`src/logic/slink_attr_cfg.svh`:
```
`ifndef SLINK_ATTR_CFG_SVH
`define SLINK_ATTR_CFG_SVH

// Attribute address and data width.
`define SLINK_ATTR_W            16

// TX lane bus.
`define SLINK_NUM_LANES         4
`define SLINK_LANE_W            8

// Remote writes waiting for the link.
`define SLINK_SEND_FIFO_DEPTH   2

// First lane of an attribute-write header beat.
`define SLINK_OP_ATTR_WR_BYTE   8'hA5

// Attribute reset values
`define SLINK_RST_ACTIVE_TXS    3
`define SLINK_RST_ACTIVE_RXS    3
`define SLINK_RST_HARD_RESET_US 100
`define SLINK_RST_PX_CLK_TRAIL  32
`define SLINK_RST_P1_TS1_TX     16
`define SLINK_RST_P1_TS2_TX     8
`define SLINK_RST_SYNC_FREQ     15

`endif

```
`src/logic/slink_attr_pkg.sv`:
```
`default_nettype none

`include "slink_attr_cfg.svh"

package slink_attr_pkg;

  typedef enum logic [1:0] {
    CMD_NOP          = 2'd0,
    CMD_WRITE_LOCAL  = 2'd1,
    CMD_WRITE_REMOTE = 2'd2,
    CMD_APPLY        = 2'd3
  } attr_cmd_op_e;

  typedef enum logic [`SLINK_ATTR_W-1:0] {
    ADDR_ACTIVE_TXS    = 16'd0,
    ADDR_ACTIVE_RXS    = 16'd1,
    ADDR_HARD_RESET_US = 16'd2,
    ADDR_PX_CLK_TRAIL  = 16'd3,
    ADDR_P1_TS1_TX     = 16'd4,
    ADDR_P1_TS2_TX     = 16'd5,
    ADDR_SYNC_FREQ     = 16'd6
  } attr_addr_e;

  typedef enum logic [1:0] {
    TX_IDLE = 2'd0,
    TX_HDR  = 2'd1,
    TX_DATA = 2'd2
  } pkt_tx_state_e;

  typedef struct packed {
    attr_cmd_op_e              op;
    logic [`SLINK_ATTR_W-1:0]  addr;
    logic [`SLINK_ATTR_W-1:0]  wdata;
  } attr_cmd_t;

  // Queue entry and table write port.
  typedef struct packed {
    logic [`SLINK_ATTR_W-1:0]  addr;
    logic [`SLINK_ATTR_W-1:0]  wdata;
  } attr_wr_t;

  typedef struct packed {
    logic [2:0]   active_txs;
    logic [2:0]   active_rxs;
    logic [9:0]   hard_reset_us;
    logic [7:0]   px_clk_trail;
    logic [15:0]  p1_ts1_tx;
    logic [15:0]  p1_ts2_tx;
    logic [7:0]   sync_freq;
  } attr_eff_t;

  typedef struct packed {
    logic [`SLINK_NUM_LANES-1:0][`SLINK_LANE_W-1:0] lane; // lane[0] is the low byte.
  } lane_beat_t;

endpackage

`default_nettype wire

```
`src/logic/slink_attr_cmd_port.sv`:
```
`timescale 1ns/100ps
`default_nettype none

module slink_attr_cmd_port import slink_attr_pkg::*; (
  input  logic       link_clk,
  input  logic       reset,
  input  logic       cmd_valid,
  input  attr_cmd_t  cmd,
  output logic       cmd_ready,
  output logic       tbl_wr_en,
  output attr_wr_t   tbl_wr,
  output logic       apply,
  output logic       push,
  output attr_wr_t   push_data,
  input  logic       full
);

logic       cmd_q_valid;
attr_cmd_t  cmd_q;
logic       remote_blocked;
logic       accept;

// Only a remote write stuck behind a full FIFO holds the port.
assign remote_blocked = cmd_q_valid && (cmd_q.op == CMD_WRITE_REMOTE) && full;
assign cmd_ready      = !remote_blocked;
assign accept         = cmd_valid && cmd_ready;

always_ff @(posedge link_clk) begin
  if (reset) begin
    cmd_q_valid <= 1'b0;
  end else if (accept) begin
    cmd_q_valid <= 1'b1;
  end else if (!remote_blocked) begin
    cmd_q_valid <= 1'b0;                  // Issued this cycle.
  end
end

always_ff @(posedge link_clk) begin
  if (accept) begin
    cmd_q <= cmd;
  end
end

assign tbl_wr_en = cmd_q_valid && (cmd_q.op == CMD_WRITE_LOCAL);
assign apply     = cmd_q_valid && (cmd_q.op == CMD_APPLY);
assign push      = cmd_q_valid && (cmd_q.op == CMD_WRITE_REMOTE) && !full;

assign tbl_wr    = '{addr: cmd_q.addr, wdata: cmd_q.wdata};
assign push_data = '{addr: cmd_q.addr, wdata: cmd_q.wdata};

a_no_push_full: assert property (@(posedge link_clk) disable iff (reset)
  push |-> !full);

endmodule

`default_nettype wire

```
`src/logic/slink_attr_front_end.sv`:
```
`timescale 1ns/100ps
`default_nettype none

module slink_attr_front_end import slink_attr_pkg::*; (
  input  logic         link_clk,
  input  logic         reset,
  input  logic         cmd_valid,
  input  attr_cmd_t    cmd,
  output logic         cmd_ready,
  input  logic [15:0]  rd_addr,
  output logic [15:0]  rd_data,
  output attr_eff_t    eff,
  output logic         tx_valid,
  input  logic         tx_ready,
  output lane_beat_t   tx_data
);

logic      tbl_wr_en;
attr_wr_t  tbl_wr;
logic      apply;
logic      push;
attr_wr_t  push_data;
logic      full;
logic      pop;
attr_wr_t  pop_data;
logic      empty;

slink_attr_cmd_port u_cmd_port (
  .link_clk   ( link_clk   ),
  .reset      ( reset      ),
  .cmd_valid  ( cmd_valid  ),
  .cmd        ( cmd        ),
  .cmd_ready  ( cmd_ready  ),
  .tbl_wr_en  ( tbl_wr_en  ),
  .tbl_wr     ( tbl_wr     ),
  .apply      ( apply      ),
  .push       ( push       ),
  .push_data  ( push_data  ),
  .full       ( full       ));

slink_attr_send_fifo u_send_fifo (
  .link_clk   ( link_clk   ),
  .reset      ( reset      ),
  .push       ( push       ),
  .push_data  ( push_data  ),
  .full       ( full       ),
  .pop        ( pop        ),
  .pop_data   ( pop_data   ),
  .empty      ( empty      ));

slink_attr_pkt_tx u_pkt_tx (
  .link_clk   ( link_clk   ),
  .reset      ( reset      ),
  .empty      ( empty      ),
  .pop_data   ( pop_data   ),
  .pop        ( pop        ),
  .tx_valid   ( tx_valid   ),
  .tx_ready   ( tx_ready   ),
  .tx_data    ( tx_data    ));

slink_attr_table u_table (
  .link_clk   ( link_clk   ),
  .reset      ( reset      ),
  .tbl_wr_en  ( tbl_wr_en  ),
  .tbl_wr     ( tbl_wr     ),
  .apply      ( apply      ),
  .rd_addr    ( rd_addr    ),
  .rd_data    ( rd_data    ),
  .eff        ( eff        ));

endmodule

`default_nettype wire

```
`src/logic/slink_attr_pkt_tx.sv`:
```
`timescale 1ns/100ps
`default_nettype none

`include "slink_attr_cfg.svh"

module slink_attr_pkt_tx import slink_attr_pkg::*; (
  input  logic        link_clk,
  input  logic        reset,
  input  logic        empty,
  input  attr_wr_t    pop_data,
  output logic        pop,
  output logic        tx_valid,
  input  logic        tx_ready,
  output lane_beat_t  tx_data
);

pkt_tx_state_e  state_q;
pkt_tx_state_e  state_d;
attr_wr_t       ent_q;
logic           load;

always_comb begin
  state_d = state_q;
  load    = 1'b0;
  case (state_q)
    TX_IDLE: begin
      if (!empty) begin
        state_d = TX_HDR;
        load    = 1'b1;
      end
    end
    TX_HDR: begin
      if (tx_ready) begin
        state_d = TX_DATA;
      end
    end
    TX_DATA: begin
      if (tx_ready) begin
        if (!empty) begin
          state_d = TX_HDR;               // Back to back packets.
          load    = 1'b1;
        end else begin
          state_d = TX_IDLE;
        end
      end
    end
    default: begin
      state_d = TX_IDLE;
    end
  endcase
end

always_ff @(posedge link_clk) begin
  if (reset) begin
    state_q <= TX_IDLE;
  end else begin
    state_q <= state_d;
  end
end

always_ff @(posedge link_clk) begin
  if (load) begin
    ent_q <= pop_data;
  end
end

// The entry leaves the FIFO once its header is on the link.
assign pop      = (state_q == TX_HDR) && tx_ready;
assign tx_valid = (state_q != TX_IDLE);

always_comb begin
  tx_data = '0;
  case (state_q)
    TX_HDR: begin
      tx_data.lane[0] = `SLINK_OP_ATTR_WR_BYTE;
      tx_data.lane[1] = ent_q.addr[15:8];
      tx_data.lane[2] = ent_q.addr[7:0];
    end
    TX_DATA: begin
      tx_data.lane[0] = ent_q.wdata[15:8];
      tx_data.lane[1] = ent_q.wdata[7:0];
    end
    default: begin
      tx_data = '0;
    end
  endcase
end

a_beat_held: assert property (@(posedge link_clk) disable iff (reset)
  tx_valid && !tx_ready |=> tx_valid && $stable(tx_data));

endmodule

`default_nettype wire

```
`src/logic/slink_attr_send_fifo.sv`:
```
`timescale 1ns/100ps
`default_nettype none

`include "slink_attr_cfg.svh"

module slink_attr_send_fifo import slink_attr_pkg::*; (
  input  logic      link_clk,
  input  logic      reset,
  input  logic      push,
  input  attr_wr_t  push_data,
  output logic      full,
  input  logic      pop,
  output attr_wr_t  pop_data,
  output logic      empty
);

localparam int DEPTH = `SLINK_SEND_FIFO_DEPTH;
localparam int PTR_W = (DEPTH > 1) ? $clog2(DEPTH) : 1;
localparam int CNT_W = $clog2(DEPTH + 1);

attr_wr_t          mem [DEPTH];
logic [PTR_W-1:0]  wr_ptr;
logic [PTR_W-1:0]  rd_ptr;
logic [CNT_W-1:0]  count;

function automatic logic [PTR_W-1:0] ptr_next(input logic [PTR_W-1:0] ptr);
  if (ptr == PTR_W'(DEPTH - 1)) begin
    return '0;
  end
  return ptr + 1'b1;
endfunction

always_ff @(posedge link_clk) begin
  if (reset) begin
    wr_ptr <= '0;
    rd_ptr <= '0;
    count  <= '0;
  end else begin
    if (push) begin
      wr_ptr <= ptr_next(wr_ptr);
    end
    if (pop) begin
      rd_ptr <= ptr_next(rd_ptr);
    end
    if (push && !pop) begin
      count <= count + 1'b1;
    end else if (pop && !push) begin
      count <= count - 1'b1;
    end
  end
end

always_ff @(posedge link_clk) begin
  if (push) begin
    mem[wr_ptr] <= push_data;
  end
end

assign pop_data = mem[rd_ptr];              // Head entry, shown before the pop.
assign full     = (count == CNT_W'(DEPTH));
assign empty    = (count == '0);

a_no_overflow: assert property (@(posedge link_clk) disable iff (reset)
  push |-> !full);

a_no_underflow: assert property (@(posedge link_clk) disable iff (reset)
  pop |-> !empty);

endmodule

`default_nettype wire

```
`src/logic/slink_attr_table.sv`:
```
`timescale 1ns/100ps
`default_nettype none

`include "slink_attr_cfg.svh"

module slink_attr_table import slink_attr_pkg::*; (
  input  logic         link_clk,
  input  logic         reset,
  input  logic         tbl_wr_en,
  input  attr_wr_t     tbl_wr,
  input  logic         apply,
  input  logic [15:0]  rd_addr,
  output logic [15:0]  rd_data,
  output attr_eff_t    eff
);

localparam attr_eff_t RST_VAL = '{
  active_txs:    3'(`SLINK_RST_ACTIVE_TXS),
  active_rxs:    3'(`SLINK_RST_ACTIVE_RXS),
  hard_reset_us: 10'(`SLINK_RST_HARD_RESET_US),
  px_clk_trail:  8'(`SLINK_RST_PX_CLK_TRAIL),
  p1_ts1_tx:     16'(`SLINK_RST_P1_TS1_TX),
  p1_ts2_tx:     16'(`SLINK_RST_P1_TS2_TX),
  sync_freq:     8'(`SLINK_RST_SYNC_FREQ)
};

attr_eff_t  shadow_q;
attr_eff_t  eff_q;

// Each field keeps only the low bits of the written data.
always_ff @(posedge link_clk) begin
  if (reset) begin
    shadow_q <= RST_VAL;
  end else if (tbl_wr_en) begin
    case (tbl_wr.addr)
      ADDR_ACTIVE_TXS:    shadow_q.active_txs    <= tbl_wr.wdata[2:0];
      ADDR_ACTIVE_RXS:    shadow_q.active_rxs    <= tbl_wr.wdata[2:0];
      ADDR_HARD_RESET_US: shadow_q.hard_reset_us <= tbl_wr.wdata[9:0];
      ADDR_PX_CLK_TRAIL:  shadow_q.px_clk_trail  <= tbl_wr.wdata[7:0];
      ADDR_P1_TS1_TX:     shadow_q.p1_ts1_tx     <= tbl_wr.wdata;
      ADDR_P1_TS2_TX:     shadow_q.p1_ts2_tx     <= tbl_wr.wdata;
      ADDR_SYNC_FREQ:     shadow_q.sync_freq     <= tbl_wr.wdata[7:0];
      default: begin
        shadow_q <= shadow_q;             // Unmapped address.
      end
    endcase
  end
end

always_ff @(posedge link_clk) begin
  if (reset) begin
    eff_q <= RST_VAL;
  end else if (apply) begin
    eff_q <= shadow_q;
  end
end

assign eff = eff_q;

always_comb begin
  case (rd_addr)
    ADDR_ACTIVE_TXS:    rd_data = 16'(shadow_q.active_txs);
    ADDR_ACTIVE_RXS:    rd_data = 16'(shadow_q.active_rxs);
    ADDR_HARD_RESET_US: rd_data = 16'(shadow_q.hard_reset_us);
    ADDR_PX_CLK_TRAIL:  rd_data = 16'(shadow_q.px_clk_trail);
    ADDR_P1_TS1_TX:     rd_data = shadow_q.p1_ts1_tx;
    ADDR_P1_TS2_TX:     rd_data = shadow_q.p1_ts2_tx;
    ADDR_SYNC_FREQ:     rd_data = 16'(shadow_q.sync_freq);
    default:            rd_data = 16'd0;
  endcase
end

endmodule

`default_nettype wire

```
`config.mk`:
```
export PLATFORM = sky130hd
export DESIGN_NAME = slink_attr_front_end
export DESIGN_NICKNAME = d
export VERILOG_FILES = /design/src/logic/slink_attr_pkg.sv /design/src/logic/slink_attr_cmd_port.sv /design/src/logic/slink_attr_front_end.sv /design/src/logic/slink_attr_pkt_tx.sv /design/src/logic/slink_attr_send_fifo.sv /design/src/logic/slink_attr_table.sv
export VERILOG_INCLUDE_DIRS = /design/src /design/src/logic
export SDC_FILE = /design/constraint.sdc
export NUM_CORES = 1
export LEC_CHECK = 0
export ABC_AREA = 1
export BUFFER_PORTS_ARGS = -buffer_cell sky130_fd_sc_hd__buf_4
export CORE_MARGIN = 2
export CORE_UTILIZATION = 50
export DETAILED_ROUTE_END_ITERATION = 12
export PLACE_DENSITY = 0.82
export SLEW_MARGIN = 15
export SYNTH_ARGS = -nofsm -noshare
export SYNTH_HDL_FRONTEND = slang
export SYNTH_SLANG_ARGS = --single-unit
```
`constraint.sdc`:
```
create_clock -name link_clk -period 3.39 [get_ports link_clk]
set_input_delay 0.1695 -clock link_clk [delete_from_list [all_inputs] [get_ports link_clk]]
set_output_delay 0.1695 -clock link_clk [all_outputs]
set_load 0.02 [all_outputs]
```
Word-level counts from Yosys, hierarchy flattened
Memory sizes are Yosys's and may differ from the RTL's. A register that Yosys moved wholly into a read port is not among the register bits.
Cells that the tools add are included.
{ "op_classes": {"add_sub_neg": 4, "eq_ne": 22, "muxes": 27, "n_reduce_logical": 27} }
{ "op_table": {"columns": ["operator", "count"], "rows": [
  ["16-bit case mux with 7 select lines", 1],
  ["16-bit by 3-bit == test with 1-bit output, second input constant", 6],
  ["16-bit by 2-bit == test with 1-bit output, second input constant", 4],
  ["16-bit by 1-bit == test with 1-bit output, second input constant", 2],
  ["16-bit logical NOT", 2],
  ["16-bit case mux with 2 select lines", 1],
  ["1-bit 2-to-1 mux", 17],
  ["2-bit AND reduction", 7],
  ["2-bit 2-to-1 mux", 5],
  ["1-bit logical AND", 9],
  ["2-bit == test, second input constant", 4],
  ["8-bit 2-to-1 mux", 1],
  ["2-bit inequality test, second input constant", 4],
  ["2-bit case mux with 3 select lines", 1],
  ["2-bit by 1-bit == test with 1-bit output, second input constant", 2],
  ["1-bit logical NOT", 4],
  ["2-bit logical NOT", 2],
  ["2-bit nonzero test", 2],
  ["3-bit AND reduction", 1],
  ["1-bit adder, second input constant", 2],
  ["2-bit by 1-bit adder with 2-bit output, second input constant", 1],
  ["1-bit case mux with 2 select lines", 1],
  ["2-bit by 1-bit subtractor with 2-bit output, second input constant", 1]
]} }
{ "word_totals": {"regBits": 169, "ram_bits": 64, "input_bits": 54, "mem_count": 1} }
{ "memory_table": {"columns": ["name", "words", "width", "read_ports", "rd_clocked_by_memory_dff", "write_ports", "line", "text"], "rows": [
  ["u_send_fifo.mem", 2, 32, 1, 1, 1, "slink_attr_send_fifo.sv:21", "attr_wr_t mem [DEPTH];"]
]} }

Longest topological paths before layout
Gate-level depths: netlist of run 1.
{ "logic_depth": {"depth_word": 7, "ltp_mapped": 9} }

By module
A second synthesis of run 1 with hierarchy kept.
{ "unflattened": {"cells_unflattened": 1170, "hier_area_um2": 11292.1} }
{ "modules_own_cells": {"columns": ["module", "n_inst", "cells_per_inst", "area_per_inst_um2", "seq_area_each_um2"], "rows": [
  ["slink_attr_table", 1, 786, 5491.5, 2562.5],
  ["slink_attr_send_fifo", 1, 133, 2692.6, 2021.9],
  ["slink_attr_cmd_port", 1, 110, 1577.8, 1041.0],
  ["slink_attr_pkt_tx", 1, 141, 1530.2, 1001.0]
]} }

Worst setup path before layout of run 1
Ideal clock, no wire load.
{ "synth_path": {"path_kind": "reg2reg", "start": "register u_pkt_tx.state_q[0]", "end": "register u_pkt_tx.ent_q[0] (netlist name)", "setup_time_ns": 0.466, "arrival_ns": 2.997, "slack_ns": -0.073, "stages_incl_launch_ff": 5, "n_path_buf": 0, "path_cell_list": "dfxtp_1 inv_1 ha_1 inv_1 o21ai_0"} }
{ "synth_via": {"elab_chain_cells": 2, "word_cells_on_any_way": 3, "classes_between": "eq/ne (1); mux (1); reduce/logical (1)"} }
{ "synth_rtl": {"columns": ["element", "line", "text"], "rows": [
  ["from (decl)", "slink_attr_pkt_tx.sv:17", "pkt_tx_state_e state_q;"],
  ["from (signal assigned)", "slink_attr_pkt_tx.sv:57", "state_q <= state_d;"],
  ["2-bit == test / 2-bit logical NOT (equally long branches)", "slink_attr_pkt_tx.sv:25", "case (state_q)"],
  ["1-bit case mux with 2 select lines (*)", "slink_attr_pkt_tx.sv:25", null],
  ["via u_pkt_tx.load", "slink_attr_pkt_tx.sv:20", "logic load;"]
]} }
The timed path passes the listed nets; every way through them passes the cells marked *.
A chain may end at the register's enable or synchronous reset.

==> results of run 1 <==
metal layers:
metal	track usage, %	vias up
met5	0	-
met4	8.43	0
met3	3.98	62
met2	38.5	322
met1	30.2	3814
li1	-	4068
power by group through the flow:
stage          registers [mW]  logic (mW)  clock network (mW)
2_1_floorplan            3.80       0.566                   0
6_report                 3.73        1.02                2.75
3_3_place_gp             3.79       0.937                   0
5_1_grt                  3.75        1.11                2.94
3_5_place_dp             3.80       0.967                   0
4_1_cts                  3.73        1.01                2.78
registers in the layout (all words and copies together), names as in the netlist, 2 cells and up:
signal / flops
u_send_fifo.mem: 64
u_table.eff: 64
u_table.shadow_q: 64
u_cmd_port.push_data: 32
u_pkt_tx.ent_q: 32
u_cmd_port.cmd_q: 2
u_pkt_tx.state_q: 2
u_send_fifo.count: 2
layout by cell type, fill, tap and decap left out, types with 2 or more instances in the layout:
master                            n
sky130_fd_sc_hd__clkbuf_1         6
sky130_fd_sc_hd__nand3_1         58
sky130_fd_sc_hd__nand3_2          3
sky130_fd_sc_hd__clkinv_2         6
sky130_fd_sc_hd__nor2_1         142
sky130_fd_sc_hd__clkbuf_8         2
sky130_fd_sc_hd__o211ai_1         3
sky130_fd_sc_hd__edfxtp_1       130
sky130_fd_sc_hd__clkinv_1         5
sky130_fd_sc_hd__nand2_1        297
sky130_fd_sc_hd__o21ai_1         13
sky130_fd_sc_hd__dlygate4sd3_1   37
sky130_fd_sc_hd__a21oi_1         65
sky130_fd_sc_hd__nor2_2           8
sky130_fd_sc_hd__nand2_2          2
sky130_fd_sc_hd__nor2_4           3
sky130_fd_sc_hd__nand4_1          4
sky130_fd_sc_hd__inv_2            3
sky130_fd_sc_hd__nor3_1           2
sky130_fd_sc_hd__clkbuf_16       27
sky130_fd_sc_hd__buf_4          170
sky130_fd_sc_hd__nand3_4          2
sky130_fd_sc_hd__o22ai_1          6
sky130_fd_sc_hd__buf_12           2
sky130_fd_sc_hd__inv_1          128
sky130_fd_sc_hd__dfxtp_1        135
sky130_fd_sc_hd__o21ai_0         81
sky130_fd_sc_hd__conb_1           8
sky130_fd_sc_hd__ha_1             6
critical path: cells and delay by family, from the launching register on:
| kind | cells | cell delay (ns) |
|---|---|---|
| AND/OR/NAND/NOR | 3 | 0.66 |
| adder cells (fa/ha/maj) | 1 | 0.54 |
| flip-flops | 1 | 0.35 |
| buffers and inverters | 2 | 0.30 |
final cells by class:
type / count / area share (%)
Sequential cell: 265 / 50.4
Multi-Input combinational cell: 708 / 24.0
Timing Repair Buffer: 209 / 12.9
Clock buffer: 35 / 5.54
Inverter: 132 / 3.78
Tap cell: 270 / 2.58
Clock inverter: 14 / 0.745
worst max path at each step:
stage	startpoint	to	slack (ns)	cells after the start
2_1_floorplan	u_send_fifo.count[0]$_SDFFE_PP0P_	u_cmd_port.cmd_q[32]$_DFFE_PP_	0.60	2
3_3_place_gp	rd_addr[15]	rd_data[6]	1.41	10
3_5_place_dp	u_cmd_port.cmd_q[32]$_DFFE_PP_	u_table.eff[56]$_SDFFE_PP0P_	1.31	5
4_1_cts	u_pkt_tx.state_q[0]$_SDFFE_PP0P_	tx_data[2]	0.86	6
5_1_grt	u_pkt_tx.state_q[0]$_SDFFE_PP0P_	tx_data[2]	0.79	6
6_report	u_pkt_tx.state_q[0]$_SDFFE_PP0P_	tx_data[2]	0.83	6
logic make-up after synthesis:
group / after synthesis / synth area share, %
simple gates: 523 / 20.4
flops: 265 / 63.1
buf+inv: 190 / 7.39
compound gates: 170 / 8.28
fa+ha+maj: 6 / 0.717
xor+xnor: 1 / 0.0836
other cells: 1 / 0.0358
what timing repair did:
action | in CTS | in global routing
endpoints found under the hold margin | 47 | 0
hold buffers | 37 | 0
gates resized for setup | 0 | 0
through the flow:
step,instance area (sq um),hold slack (ns),utilization (%),setup WS [ns]
2_1_floorplan,10500,0.261,-,0.598
3_3_place_gp,11900,0.348,58.3,1.41
3_5_place_dp,11900,0.349,58.3,1.31
4_1_cts,13100,0.338,64.1,0.864
5_1_grt,13100,0.340,64.1,0.792
6_report,13100,0.351,64.1,0.832
==> reports/qor.json, run 1 <==
{
  "run_status": {
    "run_status": "complete, no violations"
  },
  "timing": {
    "report.final.slew_viol_count": 0,
    "post-route-period-util_pct": 75.5,
    "max_clock_freq_ghz": 0.391,
    "maxSlewHeadroom_pct": 49.2,
    "finalSetupViolCount": 0,
    "measured_slew_at_the_worst_slew_check_pin_ns": 0.761,
    "timing.clock.skew_ns": 0.0200,
    "rsz_0062_raised_after_global_routing": "no",
    "period_needed_ns": 2.56,
    "tns_ns": 0,
    "finalHoldViolCount": 0
  },
  "die": {
    "initial_core_util_pct": 51.3,
    "floorplan.die_area_sq_um": 22100,
    "row_count": 52,
    "top_level_ports": 168,
    "core-area_sq_um": 20400,
    "die_height_um": 149,
    "floorplan.die.width_um": 149
  },
  "routing": {
    "drc_errors": 0,
    "met1Wirelength_um": 10500,
    "dr.max_layer_used": "met4",
    "met2_length_um": 12400,
    "via_per_inst": 5.06,
    "routed_wire_length_per_instance_um": 15.6,
    "vias": 8266,
    "met3WireLength_um": 1900,
    "route.final.wire_length_um": 25500,
    "drt_iter0_drc": 541,
    "first_pass_iters": 7,
    "antenna_left": 0
  },
  "worst_hold_path": {
    "hp-start": "cmd[15]",
    "whs_endpoint": "u_cmd_port.push_data[15]$_DFFE_PP_",
    "holdPathStages": 2,
    "worst_hold_path_type": "input port to flip-flop"
  },
  "setup_path": {
    "timing.critical_path.required_ns": 3.22,
    "setup.worst_path.class": "flip-flop to output port",
    "timing.reg2reg.setup_slack_ns": 1.28,
    "rr_endpoint": "u_table.eff[56]$_SDFFE_PP0P_",
    "chain_of_cells_forming_the_critical_path": "inv_1 > ha_1 > or2_2 > nand2_1 > nor2_1 > buf_4",
    "worst_ep_arrival_time_ns": 2.39,
    "r2r.worst_path.cells": 5,
    "crit_path_max_incr_delay_ns": 0.54,
    "worst_setup_path_end_kind": "output port",
    "slowest_stage": "sky130_fd_sc_hd__ha_1",
    "crit_path_max_fanout": 15,
    "rr_startpoint": "u_cmd_port.cmd_q[32]$_DFFE_PP_",
    "critical_path.startpoint_type": "flip-flop"
  },
  "power_and_ir_drop": {
    "netSwitchingPower_mw": 1.95,
    "power_density_over_cell_area_nw_per_um2": 573,
    "total_power_consumption_mw": 7.50,
    "power.clock.fraction_pct": 36.7,
    "leakagePower_nw": 5.78,
    "combinational_share_of_power_pct": 13.5,
    "power_report.internal_total_mw": 5.55,
    "seqPwrFrac_pct": 49.8,
    "netSwitchingFraction_pct": 26.0,
    "power.ir.vdd_worst_uv": 473
  },
  "synth": {
    "ys_ff_latch": 265,
    "list_of_most_frequent_post_synthesis_cells": "sky130_fd_sc_hd__nand2_1, sky130_fd_sc_hd__nor2_1, sky130_fd_sc_hd__dfxtp_1",
    "syn_inst": 1156,
    "post-synth-top-area-fraction_pct": 37.3,
    "synth.top_cells.by_area": "sky130_fd_sc_hd__edfxtp_1, sky130_fd_sc_hd__dfxtp_1, sky130_fd_sc_hd__nand2_1",
    "post_synth_edffs": 130,
    "synth_seq_area_share_pct": 63.1,
    "syn-cell-area_sq_um": 10500,
    "yosysWarnings": 0,
    "yosys.cell_count.top_type": "sky130_fd_sc_hd__nand2_1",
    "postSynth.topFlopCell": "sky130_fd_sc_hd__dfxtp_1",
    "synth.avg_cell_area_sq_um": 9.06,
    "yosys.cell_types.count": 30,
    "postSynth.asyncResetShare_pct": 0,
    "post-synth-top-area-cell": "sky130_fd_sc_hd__edfxtp_1"
  },
  "cts": {
    "path_clk_slew_ns": 0.06,
    "root_buffer": "sky130_fd_sc_hd__clkbuf_16",
    "h-tree-depth": 1,
    "cts_num_sinks": 265,
    "post-cts-setup-buffers": 0,
    "cts_made_buffers": 27,
    "clk-insertion-delay-late_ns": 0.53,
    "clk_path_buf_depth": 3,
    "tritoncts": "yes"
  },
  "placed_design": {
    "post-place-cells": 1547,
    "io_buffers": 159,
    "dpl.hpwl_um": 16800,
    "globalplace.congestion": 0.893
  },
  "cells_and_area": {
    "multi_input_gate_area_sq_um": 3150,
    "regArea_sq_um": 6610,
    "instances_no_fill": 1633,
    "syn2layout_area_growth_pct": 25.0,
    "nNetsFinal": 1403,
    "fillers": 1656,
    "share_of_layout_cells_above_drive_strength_1_pct": 17.2,
    "n_antenna_cell": 0
  },
  "grt": {
    "grt_first_pass_wirelength_um": 40100,
    "first_global_vias": 7738,
    "grt_use_total_pct": 22.9,
    "pin_count_of_the_biggest_net_entering_global_routing": 119,
    "grt_antenna_before_repair": 0,
    "grt_overflow_total": 0
  },
  "job": {
    "drv.max_cap_violation_count": 0
  }
}
(Power assumes the default switching activity.)
==> run 2: changes to the inputs <==
--- a/config.mk
+++ b/config.mk
@@ -6,12 +6,12 @@
 export SDC_FILE = /design/constraint.sdc
 export NUM_CORES = 1
 export LEC_CHECK = 0
-export ABC_AREA = 1
+export ABC_AREA = 0
 export BUFFER_PORTS_ARGS = -buffer_cell sky130_fd_sc_hd__buf_4
 export CORE_MARGIN = 2
 export CORE_UTILIZATION = 50
 export DETAILED_ROUTE_END_ITERATION = 12
-export PLACE_DENSITY = 0.82
+export PLACE_DENSITY = 0.79
 export SLEW_MARGIN = 15
 export SYNTH_ARGS = -nofsm -noshare
 export SYNTH_HDL_FRONTEND = slang
==> constraint.sdc (replaced) <==
create_clock -name link_clk -period 2.4 [get_ports link_clk]
set_input_delay 0.12 -clock link_clk [delete_from_list [all_inputs] [get_ports link_clk]]
set_output_delay 0.12 -clock link_clk [all_outputs]
set_load 0.02 [all_outputs]
==> run 2 against run 1 <==
Against the previous run: core utilization up 1.3 points; routed wire length down 2.9%; clock power up 56%; critical endpoint is now u_table.shadow_q[63]$_SDFFE_PP0P_; cell area up 1.3%; highest routed layer unchanged; synthesized cell count down 24%; clock skew down 0.0076 ns; via count down 11%; critical path depth down 1; register-to-register slack worse by 1.2 ns; area after synthesis down 0.86%; sequential share of layout area down 0.66 points.
==> reports/qor.json, run 2 <==
{
  "run_status": {
    "run_status": {"value": "complete, no violations", "change": "unchanged"}
  },
  "die": {
    "top_level_ports": {"value": 168, "change": "unchanged"},
    "core-area": {"value": 20300, "unit": "sq um", "change": "was 20400 sq um"},
    "floorplan.die.width": {"value": 148, "unit": "um", "change": "was 149 um"},
    "floorplan.die_area": {"value": 21900, "unit": "sq um", "change": "was 22100 sq um"},
    "die_height": {"value": 148, "unit": "um", "change": "was 149 um"},
    "row_count": {"value": 52, "change": "unchanged"},
    "initial_core_util": {"value": 51.2, "unit": "%", "change": "was 51.3%"}
  },
  "cts": {
    "clk-insertion-delay-late": {"value": 0.53, "unit": "ns", "change": "about the same"},
    "clk_path_buf_depth": {"value": 3, "change": "unchanged"},
    "path_clk_slew": {"value": 0.06, "unit": "ns", "change": "about the same"},
    "cts_num_sinks": {"value": 265, "change": "unchanged"},
    "root_buffer": {"value": "sky130_fd_sc_hd__clkbuf_16", "change": "unchanged"},
    "cts_made_buffers": {"value": 26, "change": "was 27"},
    "tritoncts": {"value": "yes", "change": "unchanged"},
    "h-tree-depth": {"value": 1, "change": "unchanged"}
  },
  "timing": {
    "finalHoldViolCount": {"value": 0, "change": "unchanged"},
    "maxSlewHeadroom": {"value": 55.1, "unit": "%", "change": "was 49.2%"},
    "timing.clock.skew": {"value": 0.0124, "unit": "ns", "change": "was 0.0200 ns"},
    "finalSetupViolCount": {"value": 0, "change": "unchanged"},
    "period_needed_ns": 2.28,
    "max_clock_freq_ghz": 0.439,
    "tns": {"value": 0, "unit": "ns", "change": "unchanged"},
    "report.final.slew_viol_count": {"value": 0, "change": "unchanged"},
    "rsz_0062_raised_after_global_routing": {"value": "no", "change": "unchanged"},
    "measured_slew_at_the_worst_slew_check_pin": {"value": 0.674, "unit": "ns", "change": "was 0.761 ns"},
    "post-route-period-util_pct": 95.0,
    "fin_worst_hold_slack": {"value": 0.138, "unit": "ns", "change": "was 0.351 ns"},
    "post-route-worst-setup-slack": {"value": 0.120, "unit": "ns", "change": "was 0.832 ns"}
  },
  "setup_path": {
    "rr_endpoint": {"value": "u_table.shadow_q[63]$_SDFFE_PP0P_", "change": "was u_table.eff[56]$_SDFFE_PP0P_"},
    "crit_path_max_fanout": {"value": 16, "change": "was 15"},
    "timing.critical_path.required": {"value": 2.81, "unit": "ns", "change": "was 3.22 ns"},
    "worst_ep_arrival_time": {"value": 2.69, "unit": "ns", "change": "was 2.39 ns"},
    "setup.worst_path.class": {"value": "flip-flop to flip-flop", "change": "was flip-flop to output port"},
    "timing.reg2reg.setup_slack": {"value": 0.12, "unit": "ns", "change": "was 1.28 ns"},
    "r2r.worst_path.cells": {"value": 5, "change": "unchanged"},
    "rr_startpoint": {"value": "u_cmd_port.push_data[20]$_DFFE_PP_", "change": "was u_cmd_port.cmd_q[32]$_DFFE_PP_"},
    "worst_setup_path_end_kind": {"value": "flip-flop", "change": "was output port"},
    "critical_path.startpoint_type": {"value": "flip-flop", "change": "unchanged"}
  },
  "placed_design": {
    "globalplace.congestion": {"value": 0.901, "change": "was 0.893"},
    "io_buffers": {"value": 159, "change": "unchanged"},
    "post-place-ws": {"value": 0.128, "unit": "ns", "change": "was 1.31 ns"},
    "dpl.hpwl": {"value": 16700, "unit": "um", "change": "was 16800 um"},
    "post-place-cells": {"value": 1288, "change": "was 1547"},
    "detailed_place.area": {"value": 12000, "unit": "sq um", "change": "was 11900 sq um"}
  },
  "grt": {
    "grt_antenna_before_repair": {"value": 0, "change": "unchanged"},
    "pin_count_of_the_biggest_net_entering_global_routing": {"value": 75, "change": "was 119"},
    "grt_first_pass_wirelength": {"value": 39500, "unit": "um", "change": "was 40100 um"},
    "first_global_vias": {"value": 7318, "change": "was 7738"},
    "grt_overflow_total": {"value": 0, "change": "unchanged"},
    "grt_use_total": {"value": 22.5, "unit": "%", "change": "was 22.9%"}
  },
  "worst_hold_path": {
    "holdPathStages": {"value": 2, "change": "unchanged"},
    "worst_hold_path_type": {"value": "input port to flip-flop", "change": "unchanged"},
    "whs_endpoint": {"value": "u_send_fifo.count[0]$_SDFFE_PP0P_", "change": "was u_cmd_port.push_data[15]$_DFFE_PP_"},
    "hp-start": {"value": "reset", "change": "was cmd[15]"}
  },
  "synth": {
    "postSynth.topFlopCell": {"value": "sky130_fd_sc_hd__dfxtp_1", "change": "unchanged"},
    "syn_inst": {"value": 884, "change": "was 1156"},
    "syn-cell-area": {"value": 10400, "unit": "sq um", "change": "was 10500 sq um"},
    "synth_seq_area_share": {"value": 63.6, "unit": "%", "change": "was 63.1%"},
    "post_synth_edffs": {"value": 130, "change": "unchanged"},
    "yosys.cell_count.top_type": {"value": "sky130_fd_sc_hd__nand2_1", "change": "unchanged"},
    "postSynth.asyncResetShare": {"value": 0, "unit": "%", "change": "unchanged"},
    "synth.avg_cell_area": {"value": 11.7, "unit": "sq um", "change": "was 9.06 sq um"},
    "post-synth-top-area-fraction": {"value": 37.6, "unit": "%", "change": "was 37.3%"},
    "post-synth-top-area-cell": {"value": "sky130_fd_sc_hd__edfxtp_1", "change": "unchanged"},
    "synth.top_cells.by_area": {"value": "sky130_fd_sc_hd__edfxtp_1, sky130_fd_sc_hd__dfxtp_1, sky130_fd_sc_hd__nand2_1", "change": "unchanged"},
    "ys_ff_latch": {"value": 265, "change": "unchanged"},
    "list_of_most_frequent_post_synthesis_cells": {"value": "sky130_fd_sc_hd__nand2_1, sky130_fd_sc_hd__dfxtp_1, sky130_fd_sc_hd__edfxtp_1", "change": "was sky130_fd_sc_hd__nand2_1, sky130_fd_sc_hd__nor2_1, sky130_fd_sc_hd__dfxtp_1"},
    "yosysWarnings": {"value": 0, "change": "unchanged"},
    "yosys.cell_types.count": {"value": 47, "change": "was 30"}
  },
  "routing": {
    "routed_wire_length_per_instance": {"value": 18.1, "unit": "um", "change": "was 15.6 um"},
    "vias": {"value": 7371, "change": "was 8266"},
    "antenna_left": {"value": 0, "change": "unchanged"},
    "route.final.wire_length": {"value": 24800, "unit": "um", "change": "was 25500 um"},
    "first_pass_iters": {"value": 5, "change": "was 7"},
    "drt_iter0_drc": {"value": 574, "change": "was 541"},
    "via_per_inst": {"value": 5.38, "change": "was 5.06"},
    "drc_errors": {"value": 0, "change": "unchanged"}
  },
  "cells_and_area": {
    "syn2layout_area_growth": {"value": 27.8, "unit": "%", "change": "was 25.0%"},
    "post_layout_instance_area": {"value": 13300, "unit": "sq um", "change": "was 13100 sq um"},
    "final_core_util": {"value": 65.4, "unit": "%", "change": "was 64.1%"},
    "n_antenna_cell": {"value": 0, "change": "unchanged"},
    "instances_no_fill": {"value": 1370, "change": "was 1633"},
    "fillers": {"value": 1537, "change": "was 1656"},
    "layout_commonest_cell": {"value": "sky130_fd_sc_hd__buf_4", "change": "was sky130_fd_sc_hd__nand2_1"},
    "nNetsFinal": {"value": 1142, "change": "was 1403"},
    "share_of_layout_cells_above_drive_strength_1": {"value": 25.0, "unit": "%", "change": "was 17.2%"},
    "final_cell_mix": {"value": "sky130_fd_sc_hd__buf_4, sky130_fd_sc_hd__nand2_1, sky130_fd_sc_hd__dfxtp_1, sky130_fd_sc_hd__edfxtp_1, sky130_fd_sc_hd__a21oi_1", "change": "was sky130_fd_sc_hd__nand2_1, sky130_fd_sc_hd__buf_4, sky130_fd_sc_hd__nor2_1, sky130_fd_sc_hd__dfxtp_1, sky130_fd_sc_hd__edfxtp_1"}
  },
  "power_and_ir_drop": {
    "power_density_over_cell_area": {"value": 828, "unit": "nW/um^2", "change": "was 573 nW/um^2"},
    "power.ir.vdd_worst": {"value": 557, "unit": "uV", "change": "was 473 uV"},
    "leakagePower": {"value": 5.07, "unit": "nW", "change": "was 5.78 nW"},
    "total_power_consumption": {"value": 11.0, "unit": "mW", "change": "was 7.50 mW"}
  },
  "job": {
    "drv.max_cap_violation_count": {"value": 0, "change": "unchanged"}
  }
}
## run 2: cell types whose count changed in the layout (fill, tap and decap cells not counted), sizes merged, moves of 14 or more
cell    before  now
nand2      299  142
inv        132    6
nor2       153   30
o21ai       95   17
mux2i        0   53
nand2b       0   53
nand3       63   20
mux2         0   37
buf        172  189
nor2b        0   16
nand3b       0   15
and2         1   15
## run 2: critical path, stage by stage (launching register included)
cell and delay, ns:
sky130_fd_sc_hd__edfxtp_1 0.41, sky130_fd_sc_hd__or4_4 0.58, sky130_fd_sc_hd__or4b_1 0.57, sky130_fd_sc_hd__buf_4 0.23, sky130_fd_sc_hd__nand2b_1 0.23, sky130_fd_sc_hd__mux2i_1 0.15
## run 2: layout make-up
| cell class | instances | area (sq um) | area share [%] |
|---|---|---|---|
| well taps | 270 | 338 | 2.55 |
| clock inverters | 9 | 141 | 1.07 |
| clock buffers | 37 | 766 | 5.77 |
| multi-input cells | 558 | 3530 | 26.6 |
| flip-flops and latches | 265 | 6610 | 49.8 |
| repair buffers | 225 | 1870 | 14.1 |
| inverters | 6 | 22.5 | 0.170 |
## run 2: logic make-up after synthesis
logic type / after synthesis / synth area share (%)
AO/OA/AOI/OAI: 127 / 7.20
XOR/XNOR: 4 / 0.337
adder cells (fa/ha/maj): 6 / 0.723
buffers and inverters: 68 / 2.88
flip-flops: 265 / 63.6
multiplexers: 93 / 9.77
other: 1 / 0.0361
AND/OR/NAND/NOR: 320 / 15.4
## run 2: what timing repair did
| item | CTS | global route |
|---|---|---|
| setup buffers | 0 | 0 |
| hold buffers | 36 | 0 |
| resized for setup | 0 | 1 |
| setup endpoints to repair | 0 | 1 |
| hold endpoints to repair | 36 | 0 |
## run 2: layer usage
layer	GRT usage (%)	vias up	wire length [um]
met5	0	-	0
met1	29.8	3567	10300
met2	38.3	249	12300
met3	3.53	59	1430
met4	7.14	0	747
li1	-	3496	-
## run 2: how the worst max path moves through the flow
| stage | start | end | depth (start not counted) |
|---|---|---|---|
| finish | u_cmd_port.push_data[20]$_DFFE_PP_ | u_table.shadow_q[63]$_SDFFE_PP0P_ | 5 |
| global route | u_cmd_port.push_data[20]$_DFFE_PP_ | u_table.shadow_q[63]$_SDFFE_PP0P_ | 5 |
| CTS | u_pkt_tx.state_q[0]$_SDFFE_PP0P_ | tx_data[9] | 6 |
| detailed placement | u_cmd_port.push_data[20]$_DFFE_PP_ | u_table.shadow_q[63]$_SDFFE_PP0P_ | 5 |
| global placement | u_cmd_port.push_data[20]$_DFFE_PP_ | u_table.shadow_q[62]$_SDFFE_PP1P_ | 5 |
| floorplan | u_send_fifo.count[0]$_SDFFE_PP0P_ | u_send_fifo.mem[0][0]$_DFFE_PP_ | 3 |
## run 2: power by group
group	internal, mW	total, mW	switching [mW]
combinational	0.660	1.48	0.820
clock	2.64	4.28	1.64
sequential	5.07	5.23	0.154
total	8.37	11.0	2.62
